$ cat config.mk
export PLATFORM = sky130hd
export DESIGN_NAME = ic_refill_ctrl
export DESIGN_NICKNAME = d
export VERILOG_FILES = /design/src/hdl/icache_pkg.sv /design/src/hdl/ic_refill_ctrl.sv
export VERILOG_INCLUDE_DIRS = /design/src /design/src/hdl
export SDC_FILE = /design/constraint.sdc
export NUM_CORES = 1
export LEC_CHECK = 0
export ABC_AREA = 1
export BUFFER_PORTS_ARGS = -buffer_cell sky130_fd_sc_hd__clkbuf_2
export CAP_MARGIN = 20
export CORE_AREA = 2 2 112 114
export DETAILED_ROUTE_END_ITERATION = 8
export DIE_AREA = 0 0 114 116
export MAX_ROUTING_LAYER = met4
export SYNTH_ARGS = -nofsm -noshare
export SYNTH_HDL_FRONTEND = slang
export SYNTH_SLANG_ARGS = --single-unit
$ cat constraint.sdc
create_clock -name clk -period 2.79 [get_ports clk]
set_clock_uncertainty 0.2 [all_clocks]
set_input_delay 0.279 -clock clk [delete_from_list [all_inputs] [get_ports clk]]
set_output_delay 0.279 -clock clk [all_outputs]
set_load 0.005 [all_outputs]
$ cat src/hdl/icache_macros.svh
// One fixed legal configuration: 2 ways, 16 sets of 32-byte lines, 64-bit bus = fetch width
`ifndef ICACHE_MACROS_SVH
`define ICACHE_MACROS_SVH

// Physical address and MMU page
`define IC_AW             32
`define IC_P_PAGE         12   // Sets times line size must fit in one page

// Cache geometry, all as log2
`define IC_P_LINE         5    // 32-byte line
`define IC_P_SETS         4    // 16 sets
`define IC_P_WAYS         1    // 2 ways

// Fetch window, equal to the AXI data width
`define IC_FETCH_DW       64
`define IC_P_FETCH_BYTES  3

// Refill burst on AR/R
// INCR, ARSIZE 3, ARLEN 3, unprivileged secure data access,
// normal non-cacheable non-bufferable, id/user/qos/region/lock all zero
`define IC_BEATS          4

`endif
$ cat src/hdl/icache_pkg.sv
// Types for the fixed configuration; every width is derived from the macro header
`default_nettype none

`include "icache_macros.svh"

package icache_pkg;

   typedef logic [`IC_AW-1:0]                         paddr_t;
   typedef logic [`IC_P_PAGE-1:0]                     vpo_t;
   typedef logic [`IC_AW-`IC_P_PAGE-1:0]              ppn_t;
   typedef logic [`IC_AW-`IC_P_SETS-`IC_P_LINE-1:0]   tag_t;
   typedef logic [`IC_P_SETS-1:0]                     set_idx_t;
   typedef logic [`IC_P_WAYS-1:0]                     way_idx_t;
   typedef logic [`IC_P_LINE-1:0]                     line_off_t;   // Byte offset in a line

   // Set index above the window index
   typedef logic [`IC_P_SETS+`IC_P_LINE-`IC_P_FETCH_BYTES-1:0] payload_addr_t;

   typedef logic [`IC_FETCH_DW-1:0]                   fetch_t;

   // Controller states
   typedef enum logic [2:0] {
      S_BOOT,
      S_IDLE,
      S_REPLACE,
      S_REFILL,
      S_INVALIDATE,
      S_RELOAD           // Re-read stage-1 RAM addresses after a refill
   } ic_state_t;

endpackage

`default_nettype wire

$ cat src/hdl/ic_refill_ctrl.sv
// Cache FSM and AXI AR/R master; one outstanding burst, R beats assumed in order with last on beat 4
`timescale 1ns/1ps
`default_nettype none

`include "icache_macros.svh"

module ic_refill_ctrl
(
   input  logic                        clk,
   input  logic                        rst_i,
   input  icache_pkg::vpo_t            vpo_i,
   input  logic                        op_inv_i,
   input  icache_pkg::paddr_t          op_inv_paddr_i,
   input  logic                        miss_i,
   input  icache_pkg::paddr_t          s2_paddr_i,
   input  logic                        axi_ar_ready_i,
   input  logic                        axi_r_valid_i,
   input  icache_pkg::fetch_t          axi_r_data_i,
   input  logic                        axi_r_last_i,
   output logic                        stall_o,
   output logic                        op_stall_req_o,
   output logic                        rd_en_o,
   output icache_pkg::set_idx_t        line_addr_o,
   output icache_pkg::payload_addr_t   payload_addr_o,
   output logic [(1<<`IC_P_WAYS)-1:0]  tag_we_o,
   output icache_pkg::tag_t            tag_wdata_o,
   output logic                        tag_valid_wdata_o,
   output logic                        payload_we_o,
   output icache_pkg::fetch_t          payload_wdata_o,
   output logic                        refill_beat_o,
   output icache_pkg::line_off_t       refill_off_o,
   output logic                        axi_ar_valid_o,
   output icache_pkg::paddr_t          axi_ar_addr_o,
   output logic                        axi_r_ready_o
);
   import icache_pkg::*;

   localparam int        NWAYS      = 1 << `IC_P_WAYS;
   localparam int        TAG_LSB    = `IC_P_SETS + `IC_P_LINE;
   localparam int        WIN_BITS   = `IC_P_LINE - `IC_P_FETCH_BYTES;
   localparam line_off_t BEAT_BYTES = line_off_t'((1 << `IC_P_LINE) / `IC_BEATS);

   ic_state_t     state_q;
   ic_state_t     state_d;
   set_idx_t      boot_cnt_q;
   way_idx_t      free_way_q;
   line_off_t     refill_cnt_q;
   set_idx_t      inv_set_q;
   set_idx_t      s1_line_q;
   payload_addr_t s1_payload_q;
   set_idx_t      s2_set;
   logic          r_hds;
   logic          r_hds_last;
   logic          ar_set;
   logic          ar_clr;

   assign s2_set     = s2_paddr_i[`IC_P_LINE +: `IC_P_SETS];
   assign r_hds      = axi_r_valid_i & axi_r_ready_o;
   assign r_hds_last = r_hds & axi_r_last_i;

   always_comb
      begin
         state_d = state_q;
         case (state_q)
            S_BOOT:
               if (&boot_cnt_q)
                  state_d = S_IDLE;   // Last set cleared
            S_IDLE:
               if (op_inv_i)
                  state_d = S_INVALIDATE;
               else if (miss_i)
                  state_d = S_REPLACE;
            S_REPLACE:
               state_d = S_REFILL;
            S_REFILL:
               if (r_hds_last)
                  state_d = S_RELOAD;
            default:
               state_d = S_IDLE;      // Invalidate and reload take one cycle
         endcase
      end

   always_ff @(posedge clk)
      begin
         if (rst_i)
            begin
               state_q      <= S_BOOT;
               boot_cnt_q   <= '0;
               free_way_q   <= '0;
               refill_cnt_q <= '0;
            end
         else
            begin
               state_q    <= state_d;
               free_way_q <= free_way_q + way_idx_t'(1);   // Clock replacement
               if (state_q == S_BOOT)
                  boot_cnt_q <= boot_cnt_q + set_idx_t'(1);
               if (state_q != S_REFILL)
                  refill_cnt_q <= '0;
               else if (r_hds)
                  refill_cnt_q <= refill_cnt_q + BEAT_BYTES;
            end
      end

   // Stage-1 addresses kept for the reload cycle
   always_ff @(posedge clk)
      begin
         if (~stall_o)
            begin
               s1_line_q    <= line_addr_o;
               s1_payload_q <= payload_addr_o;
               inv_set_q    <= op_inv_paddr_i[`IC_P_LINE +: `IC_P_SETS];
            end
      end

   always_comb
      begin
         case (state_q)
            S_BOOT:
               line_addr_o = boot_cnt_q;
            S_INVALIDATE:
               line_addr_o = inv_set_q;
            S_RELOAD:
               line_addr_o = s1_line_q;
            S_REPLACE,
            S_REFILL:
               line_addr_o = s2_set;   // Set of the missing line
            default:
               line_addr_o = vpo_i[`IC_P_LINE +: `IC_P_SETS];
         endcase
      end

   always_comb
      begin
         case (state_q)
            S_REFILL:
               payload_addr_o = {s2_set, refill_cnt_q[`IC_P_FETCH_BYTES +: WIN_BITS]};
            S_RELOAD:
               payload_addr_o = s1_payload_q;
            default:
               payload_addr_o = vpo_i[`IC_P_FETCH_BYTES +: $bits(payload_addr_t)];
         endcase
      end

   for (genvar w = 0; w < NWAYS; w++)
      begin : gen_tag_we
         assign tag_we_o[w] = (state_q == S_BOOT) | (state_q == S_INVALIDATE) |
                              ((state_q == S_REPLACE) & (free_way_q == way_idx_t'(w)));
      end

   // Valid is only set by the replace write
   assign tag_wdata_o       = s2_paddr_i[`IC_AW-1:TAG_LSB];
   assign tag_valid_wdata_o = (state_q == S_REPLACE);

   assign payload_we_o    = r_hds;
   assign payload_wdata_o = axi_r_data_i;
   assign refill_beat_o   = r_hds;
   assign refill_off_o    = refill_cnt_q;

   assign stall_o        = (state_q != S_IDLE);
   assign op_stall_req_o = op_inv_i | stall_o;
   assign rd_en_o        = ~stall_o | (state_q == S_RELOAD);

   assign ar_set = (state_q == S_REPLACE);
   assign ar_clr = axi_ar_valid_o & axi_ar_ready_i;

   always_ff @(posedge clk)
      begin
         if (rst_i)
            axi_ar_valid_o <= 1'b0;
         else if (ar_set)
            axi_ar_valid_o <= 1'b1;
         else if (ar_clr)
            axi_ar_valid_o <= 1'b0;
      end

   always_ff @(posedge clk)
      begin
         if (ar_set)
            axi_ar_addr_o <= {s2_paddr_i[`IC_AW-1:`IC_P_LINE], {`IC_P_LINE{1'b0}}};
      end

   assign axi_r_ready_o = (state_q == S_REFILL);

endmodule

`default_nettype wire

==> metrics.txt <==
# setup viols final 0; Reg-to-Reg End s1_payload_q[2]; max-capacitance violation count 0; CTS clk-pin slew, worst paths approximately 0.07 ns; Pre-antenna DRT Iters 4; critical path arrival 2.02 ns; Port Buf Inserts 115; Avg Cell Area, Syn 9.87 um^2; TNS Setup 0 ns; overflow left after global routing 0; flop-to-flop setup slack roughly 0.8 ns; initial antenna violation count 0; ANT cells 0; DR WL/cell 14.1 um; CTS tree built; CP endpoint kind primary output; DP Wirelength approximately 5400 um; Top Layer Used met4; fmax 401 MHz; Worst Tran Pin Value 0.543 ns; Clock Latency Late Sink approximately 0.29 ns; Distinct cells, synth 23; Yosys warning count 0; share of post-route cells with drive strength above 1 0.387; Synth Flop Type edfxtp_1; chip width 114 um; global-route wire length before repair 9680 um; asr flop ratio synth 0; Net count, final 493; clk buf depth 2; Slew Viols, Final 0; final WL 6940 um; RSZ-0062 raised after global routing false; Synth Area in Compound Gates 0.0341; Slew headroom 0.636; Post-Syn Area 2790 um^2; final worst-path cycle share 0.894; clock tree sinks 52; Initial Util 0.234; Post-Synth XOR/XNOR Area 0.00314; Critical Path Source state_q[1]; Simple-Gate Fraction of Synth Area 0.142; register area share after synthesis 0.520; hold_ws 0.0232 ns; core area 11900 um^2; Via density 4.03; worst-path cell chain inv_1 -> nand2_1 -> nor2_2 -> nor2_1 -> nand2_1 -> o211ai_1 -> clkbuf_2; P&R area growth vs syn 17.7%; I/O pin count 291; Worst path slowest cell dfxtp_1; number of flops mapped to enable cells by yosys 41; CTS H-tree depth 2; Leak approximately 1.5 nW; end of the critical path payload_addr_o[2]; Worst path most repeated cell nand2_1; CP Launch Type register; Setup Buffers After CTS 0; minimum clock period approximately 2.5 ns; Num CTS Buffers 5; post-synthesis mux area share 0; crit-path max cell delay 0.53 ns; wire length on met2 3450 um; root buf cell clkbuf_16; Antenna Violating Nets Remaining 0; pwr dens 809 nW/um^2; Synth Register Bits 52; gp weighted congestion about 0.82; r2r worst-path depth 6; overall via count from detail_route roughly 2000; die area 13200 um^2; Fill cells 1243; CP Data Required Time 2.31 ns; largest net degree at the start of global routing 29; critical path type register to primary output; worst IR drop on VDD 0.228 mV; Fin. Hold Viols 0; status complete, no violations; # DRC 0; Die H 116 um; worst-path maximum fanout 11; WL met3 749 um; Total GRT Usage 0.101; largest family of logic cells by synthesized area buffers and inverters; Crit Reg-Reg Startpoint state_q[1]; Hold Path Class primary input to register; Core Rows 40; Metal-1 WL 2520 um; cells after synthesis roughly 280; adder-cell share of the synthesized area 0.00448; vias in the first global route 1782; initial DRC count 160
[layout by cell type, fill, tap and decap left out, drive strengths merged]
master,netlist,routed
a21oi,6,6
nand2,51,51
a31oi,1,1
dlygate4sd3,0,29
dfxtp,11,11
nor3b,1,1
xor2,1,1
inv,22,24
ha,1,1
o211ai,2,2
o21ai,8,8
nand3,13,13
nor2,21,21
edfxtp,41,41
nor3,3,3
clkbuf,0,120
buf,98,2
conb,1,8
nand4,2,2
clkinv,0,1
[synth_stat cells, types with 2 or more instances]
master    instances  share of area
buf_4            96           0.26
buf_6             2         0.0081
nor2_4            2         0.0081
nor2_1           18          0.024
inv_1            21          0.028
nand2_1          48          0.065
o21ai_0           8          0.014
o211ai_1          2         0.0054
nand3_1          13          0.023
edfxtp_1         41           0.44
a21oi_1           5         0.0090
dfxtp_1          11          0.079
nor3_1            3         0.0054
nand2_2           3         0.0067
nand4_1           2         0.0045
[worst max-delay path: cells and delay by family, from the launching register on]
| kind | cells | cell delay [ns] |
|---|---|---|
| compound gates | 1 | 0.13 |
| simple gates | 4 | 0.74 |
| buf+inv | 2 | 0.31 |
| flops | 1 | 0.53 |
[cells by family (layout without fill, tap and decap cells)]
logic type      count (synthesis)  in the layout
compound gates                 17             17
xor+xnor                        1              1
buf+inv                       120            176
fa+ha+maj                       1              1
simple gates                   91             91
flops                          52             52
other cells                     1              8
[per-layer routing]
layer | vias to the layer above | GRT usage
li1 | 937 | -
met1 | 893 | 0.0937
met2 | 133 | 0.180
met3 | 25 | 0.0371
met4 | 0 | 0.0577
met5 | - | -
[sequential cells by signal (all words and copies together), names as in the netlist]
signal          count
axi_ar_valid_o      1
boot_cnt_q          4
free_way_q          1
s1_payload_q        6
state_q             3
axi_ar_addr_o      27
inv_set_q           4
refill_off_o        2
s1_line_q           4
[final cells by class]
type,instances,area (um^2),area share
Sequential cell,52,1450,0.441
Clock buffer,5,125,0.0381
Timing Repair Buffer,146,881,0.268
Inverter,22,82.6,0.0251
Multi-Input combinational cell,118,544,0.166
Clock inverter,3,20.0,0.00609
Tap cell,147,184,0.0559
[power by group]
| group | switching, W | leakage, nW | total (W) | internal (W) |
|---|---|---|---|---|
| sequential | 0.0000935 | 0.467 | 0.00118 | 0.00109 |
| clock | 0.000279 | 0.0745 | 0.000614 | 0.000335 |
| combinational | 0.000534 | 0.956 | 0.000866 | 0.000331 |
[timing repair]
action	CTS	global route
hold buffers	28	1
gates resized for setup	0	0
hold endpoints to repair	28	1
[worst min path at each step]
stage / startpoint / endpoint / slack (ns) / cells after the start
6_report: s2_paddr_i[6] / axi_ar_addr_o[6] / 0.02 / 1
5_1_grt: s2_paddr_i[6] / axi_ar_addr_o[6] / 0.02 / 1
4_1_cts: s2_paddr_i[17] / axi_ar_addr_o[17] / 0.003 / 1
3_5_place_dp: free_way_q / free_way_q / 0.23 / 1
3_3_place_gp: free_way_q / free_way_q / 0.22 / 1
2_1_floorplan: rst_i / free_way_q / 0.15 / 1
[through the flow]
step	util	cell area, um^2	std cells	power, W	worst slack (ns)
global route	0.276	3290	493	0.00286	0.0865
CTS	0.275	3280	492	0.00273	0.296
floorplan	-	2820	290	0.00175	0.102
finish	0.276	3290	493	0.00266	0.294
global placement	0.239	2850	456	0.00205	0.679
detailed placement	0.239	2850	456	0.00206	0.631
Power figures use the tool's default switching activity.
