### config.mk
export PLATFORM = sky130hd
export DESIGN_NAME = ic_fetch_pipe
export DESIGN_NICKNAME = d
export VERILOG_FILES = /design/src/hdl/icache_pkg.sv /design/src/hdl/ic_fetch_pipe.sv
export VERILOG_INCLUDE_DIRS = /design/src /design/src/hdl
export SDC_FILE = /design/constraint.sdc
export NUM_CORES = 1
export LEC_CHECK = 0
export BUFFER_PORTS_ARGS = -buffer_cell sky130_fd_sc_hd__buf_2
export CAP_MARGIN = 20
export CORE_AREA = 2 2 114 116
export DETAILED_ROUTE_END_ITERATION = 7
export DIE_AREA = 0 0 116 118
export GPL_ROUTABILITY_DRIVEN = 0
export GPL_TIMING_DRIVEN = 0
export PLACE_DENSITY = 0.68
export SLEW_MARGIN = 20
export SYNTH_ARGS = -nofsm -noshare
export SYNTH_HDL_FRONTEND = slang
export SYNTH_SLANG_ARGS = --single-unit
### constraint.sdc
create_clock -name clk -period 6.5 [get_ports clk]
set_clock_uncertainty 0.15 [all_clocks]
set_input_delay 0.975 -clock clk [delete_from_list [all_inputs] [get_ports clk]]
set_output_delay 0.975 -clock clk [all_outputs]
set_load 0.1 [all_outputs]
### src/hdl/icache_macros.svh
// One fixed legal configuration: 2 ways, 16 sets of 32-byte lines, 64-bit bus = fetch width
`ifndef ICACHE_MACROS_SVH
`define ICACHE_MACROS_SVH

// Physical address and MMU page
`define IC_AW             32
`define IC_P_PAGE         12   // Sets times line size must fit in one page

// Cache geometry, all as log2
`define IC_P_LINE         5    // 32-byte line
`define IC_P_SETS         4    // 16 sets
`define IC_P_WAYS         1    // 2 ways

// Fetch window, equal to the AXI data width
`define IC_FETCH_DW       64
`define IC_P_FETCH_BYTES  3

// Refill burst on AR/R
// INCR, ARSIZE 3, ARLEN 3, unprivileged secure data access,
// normal non-cacheable non-bufferable, id/user/qos/region/lock all zero
`define IC_BEATS          4

`endif
### src/hdl/icache_pkg.sv
// Types for the fixed configuration; every width is derived from the macro header
`default_nettype none

`include "icache_macros.svh"

package icache_pkg;

   typedef logic [`IC_AW-1:0]                         paddr_t;
   typedef logic [`IC_P_PAGE-1:0]                     vpo_t;
   typedef logic [`IC_AW-`IC_P_PAGE-1:0]              ppn_t;
   typedef logic [`IC_AW-`IC_P_SETS-`IC_P_LINE-1:0]   tag_t;
   typedef logic [`IC_P_SETS-1:0]                     set_idx_t;
   typedef logic [`IC_P_WAYS-1:0]                     way_idx_t;
   typedef logic [`IC_P_LINE-1:0]                     line_off_t;   // Byte offset in a line

   // Set index above the window index
   typedef logic [`IC_P_SETS+`IC_P_LINE-`IC_P_FETCH_BYTES-1:0] payload_addr_t;

   typedef logic [`IC_FETCH_DW-1:0]                   fetch_t;

   // Controller states
   typedef enum logic [2:0] {
      S_BOOT,
      S_IDLE,
      S_REPLACE,
      S_REFILL,
      S_INVALIDATE,
      S_RELOAD           // Re-read stage-1 RAM addresses after a refill
   } ic_state_t;

endpackage

`default_nettype wire

### src/hdl/ic_fetch_pipe.sv
// Two-stage lookup pipe; a killed stage-2 lookup never shows up on valid_o
`timescale 1ns/1ps
`default_nettype none

`include "icache_macros.svh"

module ic_fetch_pipe
(
   input  logic                    clk,
   input  logic                    rst_i,
   input  logic                    stall_i,
   input  icache_pkg::vpo_t        vpo_i,
   input  icache_pkg::ppn_t        ppn_s2_i,
   input  logic                    kill_req_s2_i,
   input  logic                    hit_i,
   input  icache_pkg::fetch_t      hit_data_i,
   input  logic                    refill_beat_i,
   input  icache_pkg::line_off_t   refill_off_i,
   input  icache_pkg::fetch_t      refill_data_i,
   output icache_pkg::paddr_t      s2_paddr_o,
   output icache_pkg::tag_t        cmp_tag_o,
   output logic                    miss_o,
   output icache_pkg::fetch_t      ins_o,
   output logic                    valid_o
);
   import icache_pkg::*;

   localparam int TAG_LSB  = `IC_P_SETS + `IC_P_LINE;
   localparam int WIN_BITS = `IC_P_LINE - `IC_P_FETCH_BYTES;

   logic   s1_valid;
   vpo_t   s1_vpo;
   paddr_t s2i_paddr;
   logic   s2_valid;
   paddr_t s2_paddr;
   logic   refill_win_match;

   // Physical address is only complete once the PPN arrives
   assign s2i_paddr = {ppn_s2_i, s1_vpo};
   assign cmp_tag_o = s2i_paddr[`IC_AW-1:TAG_LSB];
   assign miss_o    = s1_valid & ~hit_i & ~kill_req_s2_i;

   always_ff @(posedge clk)
      begin
         if (rst_i)
            begin
               s1_valid <= 1'b0;
               s2_valid <= 1'b0;
            end
         else if (~stall_i)
            begin
               s1_valid <= 1'b1;
               s2_valid <= s1_valid & ~kill_req_s2_i;
            end
      end

   always_ff @(posedge clk)
      begin
         if (~stall_i)
            begin
               s1_vpo   <= vpo_i;
               s2_paddr <= s2i_paddr;
            end
      end

   // Bus beat carrying the requested window
   assign refill_win_match = refill_beat_i &
                             (refill_off_i[`IC_P_FETCH_BYTES +: WIN_BITS] ==
                              s2_paddr[`IC_P_FETCH_BYTES +: WIN_BITS]);

   always_ff @(posedge clk)
      begin
         if (~stall_i)
            ins_o <= hit_data_i;
         else if (refill_win_match)
            ins_o <= refill_data_i;   // Bypass while the burst is arriving
      end

   assign valid_o    = s2_valid & ~stall_i;
   assign s2_paddr_o = s2_paddr;

endmodule

`default_nettype wire

==> results of run 1 <==
-- area by class of cell --
| type | count | area, um^2 | area share (%) |
|---|---|---|---|
| multi-input cells | 73 | 790 | 12.6 |
| clock buffers | 9 | 225 | 3.58 |
| plain buffers | 31 | 228 | 3.62 |
| clock inverters | 7 | 65.1 | 1.03 |
| well taps | 172 | 215 | 3.42 |
| flip-flops and latches | 110 | 3280 | 52.2 |
| inverters | 2 | 7.51 | 0.119 |
| repair buffers | 289 | 1480 | 23.5 |
-- registers in the layout (all words and copies together), names as in the netlist --
signal and count:
ins_o 64, s2_paddr_o 32, s1_vpo 12, s1_valid 1, s2_valid 1
-- power by group through the flow --
stage / Sequential [mW] / Clock (mW) / Combinational (mW)
after floorplan: 1.24 / 0 / 0.130
after global placement: 0.878 / 0 / 0.612
after detailed placement: 0.879 / 0 / 0.621
after CTS: 0.863 / 0.554 / 0.622
after global routing: 0.868 / 0.586 / 0.637
final: 0.862 / 0.539 / 0.617
-- stage by stage --
step	setup slack [ns]	cells	power (mW)	utilization, %	hold slack, ns
6_report	3.36	693	2.02	50.7	0.273
5_1_grt	3.30	693	2.09	50.7	0.281
2_1_floorplan	2.34	216	1.37	-	0.250
3_5_place_dp	3.31	677	1.50	48.3	0.256
4_1_cts	3.35	693	2.04	50.7	0.276
3_3_place_gp	1.84	675	1.49	47.9	0.251
-- how the worst max path moves through the flow --
stage	endpoint	slack, ns	cells past startpoint
2_1_floorplan	miss_o	2.34	1
3_3_place_gp	ins_o[35]$_DFFE_PP_	1.84	5
3_5_place_dp	ins_o[16]$_DFFE_PP_	3.31	7
4_1_cts	valid_o	3.35	5
5_1_grt	valid_o	3.30	5
6_report	valid_o	3.36	5
-- Yosys cell counts --
master	n	area [um^2]
or3b_1	1	8.76
dfxtp_1	2	40.0
buf_2	5	25.0
nor3_1	1	5.00
buf_4	24	180
nand2_1	1	3.75
inv_1	2	7.51
nor2b_1	1	6.26
edfxtp_1	108	3240
mux2_2	64	721
a21oi_1	2	10.0
a31o_2	1	8.76
xnor2_1	2	17.5
buf_6	2	22.5
-- layout by cell type (no fill, tap or decap), drive strengths merged --
master,netlist,final
buf,31,320
edfxtp,108,108
mux2,64,64
clkbuf,0,9
inv,2,6
xnor2,2,2
a21oi,2,2
dfxtp,2,2
clkinv,0,2
nor2b,1,1
nor3,1,1
a31o,1,1
nand2,1,1
or3b,1,1
clkinvlp,0,1
-- metal layers --
metal	up-vias	GRT usage (%)	part of all wire, %
li1	1406	-	-
met1	1383	16.0	35
met2	173	29.5	54
met3	9	6.33	10
met4	0	4.17	0.91
met5	-	0	0
-- kinds of logic (layout without fill, tap and decap cells) --
logic type             after synthesis  in the layout  share of synthesized area, %
buffers and inverters               33            338                          5.47
flip-flops                         110            110                          76.4
AND/OR/NAND/NOR                      4              4                         0.553
multiplexers                        64             64                          16.8
XOR/XNOR                             2              2                         0.408
AO/OA/AOI/OAI                        3              3                         0.437
-- critical path, cell delays in order --
cell and delay (ns):
buf_6 0.12, buf_6 0.15, buf_4 0.19, nor2b_1 0.12
buf_2 0.44
==> impl_metrics.yaml, run 1 <==
outcome:
  status: "finished clean"
floorplan:
  rows: 41
  core-area_mm2: 0.0124
  die_area_mm2: 0.0137
  start_util_pct: 34.6
  die_h_um: 118
  ioPinCount: 292
  die_x_um: 116
power_and_ir_drop:
  swShare_pct: 38.9
  vdd_drop_max_mv: 0.127
  p_clk_share_pct: 26.7
  p_switching_mw: 0.784
  p_int_mw: 1.23
  seqPwrFrac_pct: 42.7
  p_per_area_mw_per_mm2: 321
  p_leak_nw: 2.79
  combPwrFrac_pct: 30.6
cells_and_area:
  stdcell_area_mm2: 0.00629
  drive_gt1_share_pct: 77.0
  area_growth_pct: 46.3
  fillers: 1112
  fin_nets: 687
  antenna_cells: 0
grt:
  grt-ovfl-total: 0
  antenna_found_initial: 0
  grt_max_degree: 36
  track_usage_pct: 15.8
  grt_pass1_wl_um: 15900
  first_global_vias: 3080
detailed_routing:
  drtIter0Drc: 105
  via_per_inst: 4.29
  ant_nets: 0
  drt_first_pass_iters: 4
  wl_per_cell_um: 15.9
  num_vias: 2971
  wl_um: 11000
  drc: 0
setup_path:
  end_kind: "primary output"
  reg2reg_from: "s2_paddr_o[3]$_DFFE_PN_"
  timing.rr.end: "ins_o[54]$_DFFE_PP_"
  critical_path_peak_fanout: 10
  cp.arrival_ns: 2.01
  reg2reg_depth: 3
  cp.required_ns: 5.37
  reg2reg_slack_ns: 4.62
  critPathLaunch: "stall_i"
  critPathLaunchType: "input port"
  crit_type: "input port to primary output"
timing:
  rsz0062_at_grt: "no"
  fin_crit_sh_pct: 48.3
  setup_viol: 0
  max-slew-margin-rel_pct: 65.6
  worst_pin_slew_ns: 0.519
  tns_ns: 0
  fin_crit_ns: 3.14
  fmax_mhz: 319
  hold_viol: 0
  slew_viol_final: 0
logic_synthesis:
  syn_inst: 216
  avgSynthCellArea_um2: 19.9
  yosys_warnings: 0
  ys_seq_area_share_pct: 76.4
  yosysUniqueCellTypes: 14
  synth-seq-cells: 110
  syn-cell-area_mm2: 0.00430
  postSynthNetCount: 387
clock_network:
  clock_latency_ns: 0.35
  clock-sinks: 110
  cts_tree: "yes"
  htreeDepth: 3
  clockRootBuffer: "clkbuf_16"
  path_clk_slew_ns: 0.08
  cts_resized: 0
  cts_made_buffers: 9
  ctsHoldBuffers: 0
  post_cts_buffers: 0
  clk_path_buf_depth: 2
place:
  io_buffers: 287
  dpl_cell_area_mm2: 0.00600
  dp_hpwl_um: 8740
flow_run:
  drv_cap: 0
min_path:
  hp-start: "s1_vpo[2]$_DFFE_PN_"
  min_path_cells: 0
  whs_endpoint: "s2_paddr_o[2]$_DFFE_PN_"
  worst_hold_path_type: "flop to flop"
No activity file was read; power rests on OpenSTA's default activity.
==> run 2: changes to the inputs <==
- clock period: 6.5 -> 3.1 ns (I/O delays scaled with it)
==> run 2 against run 1 <==
  * Critical path depth up 1
  * Via count is 0.37% higher
  * Total power rose by 110%
  * Cell count down 0.14%
  * Wire length is 2.6% lower
  * Sequential power grew 110%
==> impl_metrics.yaml, run 2 (synthesis results as in run 1) <==
timing:
  fin_crit_sh_pct: 77.0
  hold_viol: 0
  setup_viol: 0
  rsz0062_at_grt: "no"
  fin_crit_ns: 2.39
  slew_viol_final: 0
  max-slew-margin-rel_pct: 36.2
  fmax_mhz: 419
  worst_pin_slew_ns: 0.958
  layout_setup_ws_ns: 0.714
cells_and_area:
  top_register: "ins_o"
  largest_reg_flops: 64
  final_cell_mix: "292 x buf_2, 108 x edfxtp_1, 64 x mux2_2"
  layout_commonest_cell: "buf_2"
  drive_gt1_share_pct: 77.1
  fin_nets: 686
  fin_cells: 692
  antenna_cells: 0
  fin_util_pct: 50.5
  area_growth_pct: 45.8
clock_network:
  ctsHoldBuffers: 0
  cts_made_buffers: 9
  cts_resized: 0
  path_clk_slew_ns: 0.08
  clk_path_buf_depth: 2
  cts_tree: "yes"
  clock-sinks: 110
  htreeDepth: 3
  clockRootBuffer: "clkbuf_16"
  post_cts_buffers: 0
  clock_latency_ns: 0.35
setup_path:
  reg2reg_slack_ns: 1.07
  crit_slowest_cell: "a31o_4"
  reg2reg_from: "s2_paddr_o[4]$_DFFE_PN_"
  cp_cell_sequence: "buf_6, buf_6, buf_4, inv_2, buf_12, a31o_4"
  timing.rr.end: "ins_o[35]$_DFFE_PP_"
  cp.required_ns: 2.93
  crit_type: "input port to flop"
  critical_path_peak_fanout: 64
  crit_path_frequent_cell: "buf_6"
  critPathLaunchType: "input port"
  end_kind: "flop"
  cp.arrival_ns: 2.21
  slowest_delay_ns: 0.76
  reg2reg_depth: 2
min_path:
  whs_endpoint: "s1_vpo[9]$_DFFE_PN_"
  hp-start: "vpo_i[9]"
  min_path_cells: 1
  worst_hold_path_type: "input port to flop"
floorplan:
  rows: 41
  die_x_um: 116
  core-area_mm2: 0.0124
  die_area_mm2: 0.0137
  start_util_pct: 34.6
  ioPinCount: 292
  die_h_um: 118
place:
  preCtsSetupSlack_ns: 0.298
  io_buffers: 287
  place_inst: 676
  dp_hpwl_um: 8340
detailed_routing:
  ant_nets: 0
  via_per_inst: 4.31
  drc: 0
  drtIter0Drc: 132
  wl_um: 10700
  wl_per_cell_um: 15.5
  drt_first_pass_iters: 4
  num_vias: 2982
grt:
  grt_pass1_wl_um: 15500
  track_usage_pct: 15.6
  grt-ovfl-total: 0
  antenna_found_initial: 0
  first_global_vias: 3059
  grt_max_degree: 65
flow_run:
  drv_cap: 0
power_and_ir_drop:
  p_per_area_mw_per_mm2: 670
  p_leak_nw: 2.78
  vdd_drop_max_mv: 0.267
outcome:
  status: "finished clean"
## run 2: worst max path at each step
| stage | start | end | slack [ns] | cells past startpoint |
|---|---|---|---|---|
| after global placement | stall_i | ins_o[21]$_DFFE_PP_ | -0.44 | 5 |
| after detailed placement | stall_i | ins_o[40]$_DFFE_PP_ | 0.30 | 6 |
| after CTS | stall_i | ins_o[35]$_DFFE_PP_ | 0.67 | 6 |
| after floorplan | stall_i | ins_o[0]$_DFFE_PP_ | 0.17 | 5 |
| after global routing | stall_i | ins_o[37]$_DFFE_PP_ | 0.55 | 6 |
| final | stall_i | ins_o[35]$_DFFE_PP_ | 0.71 | 6 |
## run 2: layout make-up
class | instances | area (um^2)
Timing Repair Buffer | 288 | 1460
Fill cell | 1107 | 6150
Clock buffer | 9 | 225
Tap cell | 172 | 215
Sequential cell | 110 | 3280
Multi-Input combinational cell | 73 | 795
Buffer | 31 | 228
Inverter | 2 | 7.51
Clock inverter | 7 | 56.3
## run 2: stage by stage
stage                     TNS [ns]  instance area, um^2  power (mW)  hold slack (ns)
after global placement      -28.21                 5960        3.12            0.250
after detailed placement         0                 5980        3.14            0.261
after CTS                        0                 6270        4.25            0.117
final                            0                 6270        4.20            0.133
after floorplan                  0                 4310        2.88            0.250
after global routing             0                 6270        4.35            0.116
## run 2: report_power, final
group	total [mW]	internal (mW)	switching (mW)	leakage, nW
clock	1.11	0.559	0.548	0.138
sequential	1.81	1.78	0.0282	1.08
combinational	1.29	0.240	1.05	1.57
## run 2: layer usage
layer | track usage [%] | vias to the layer above | part of all wire, %
met3 | 6.59 | 16 | 12
met1 | 15.2 | 1384 | 33
li1 | - | 1407 | -
met5 | 0 | - | 0
met4 | 7.74 | 0 | 2.4
met2 | 27.7 | 175 | 53
## run 2: worst max-delay path: cells and delay by family
family | cells | cell delay, ns
compound gates | 1 | 0.76
buf+inv | 5 | 0.92
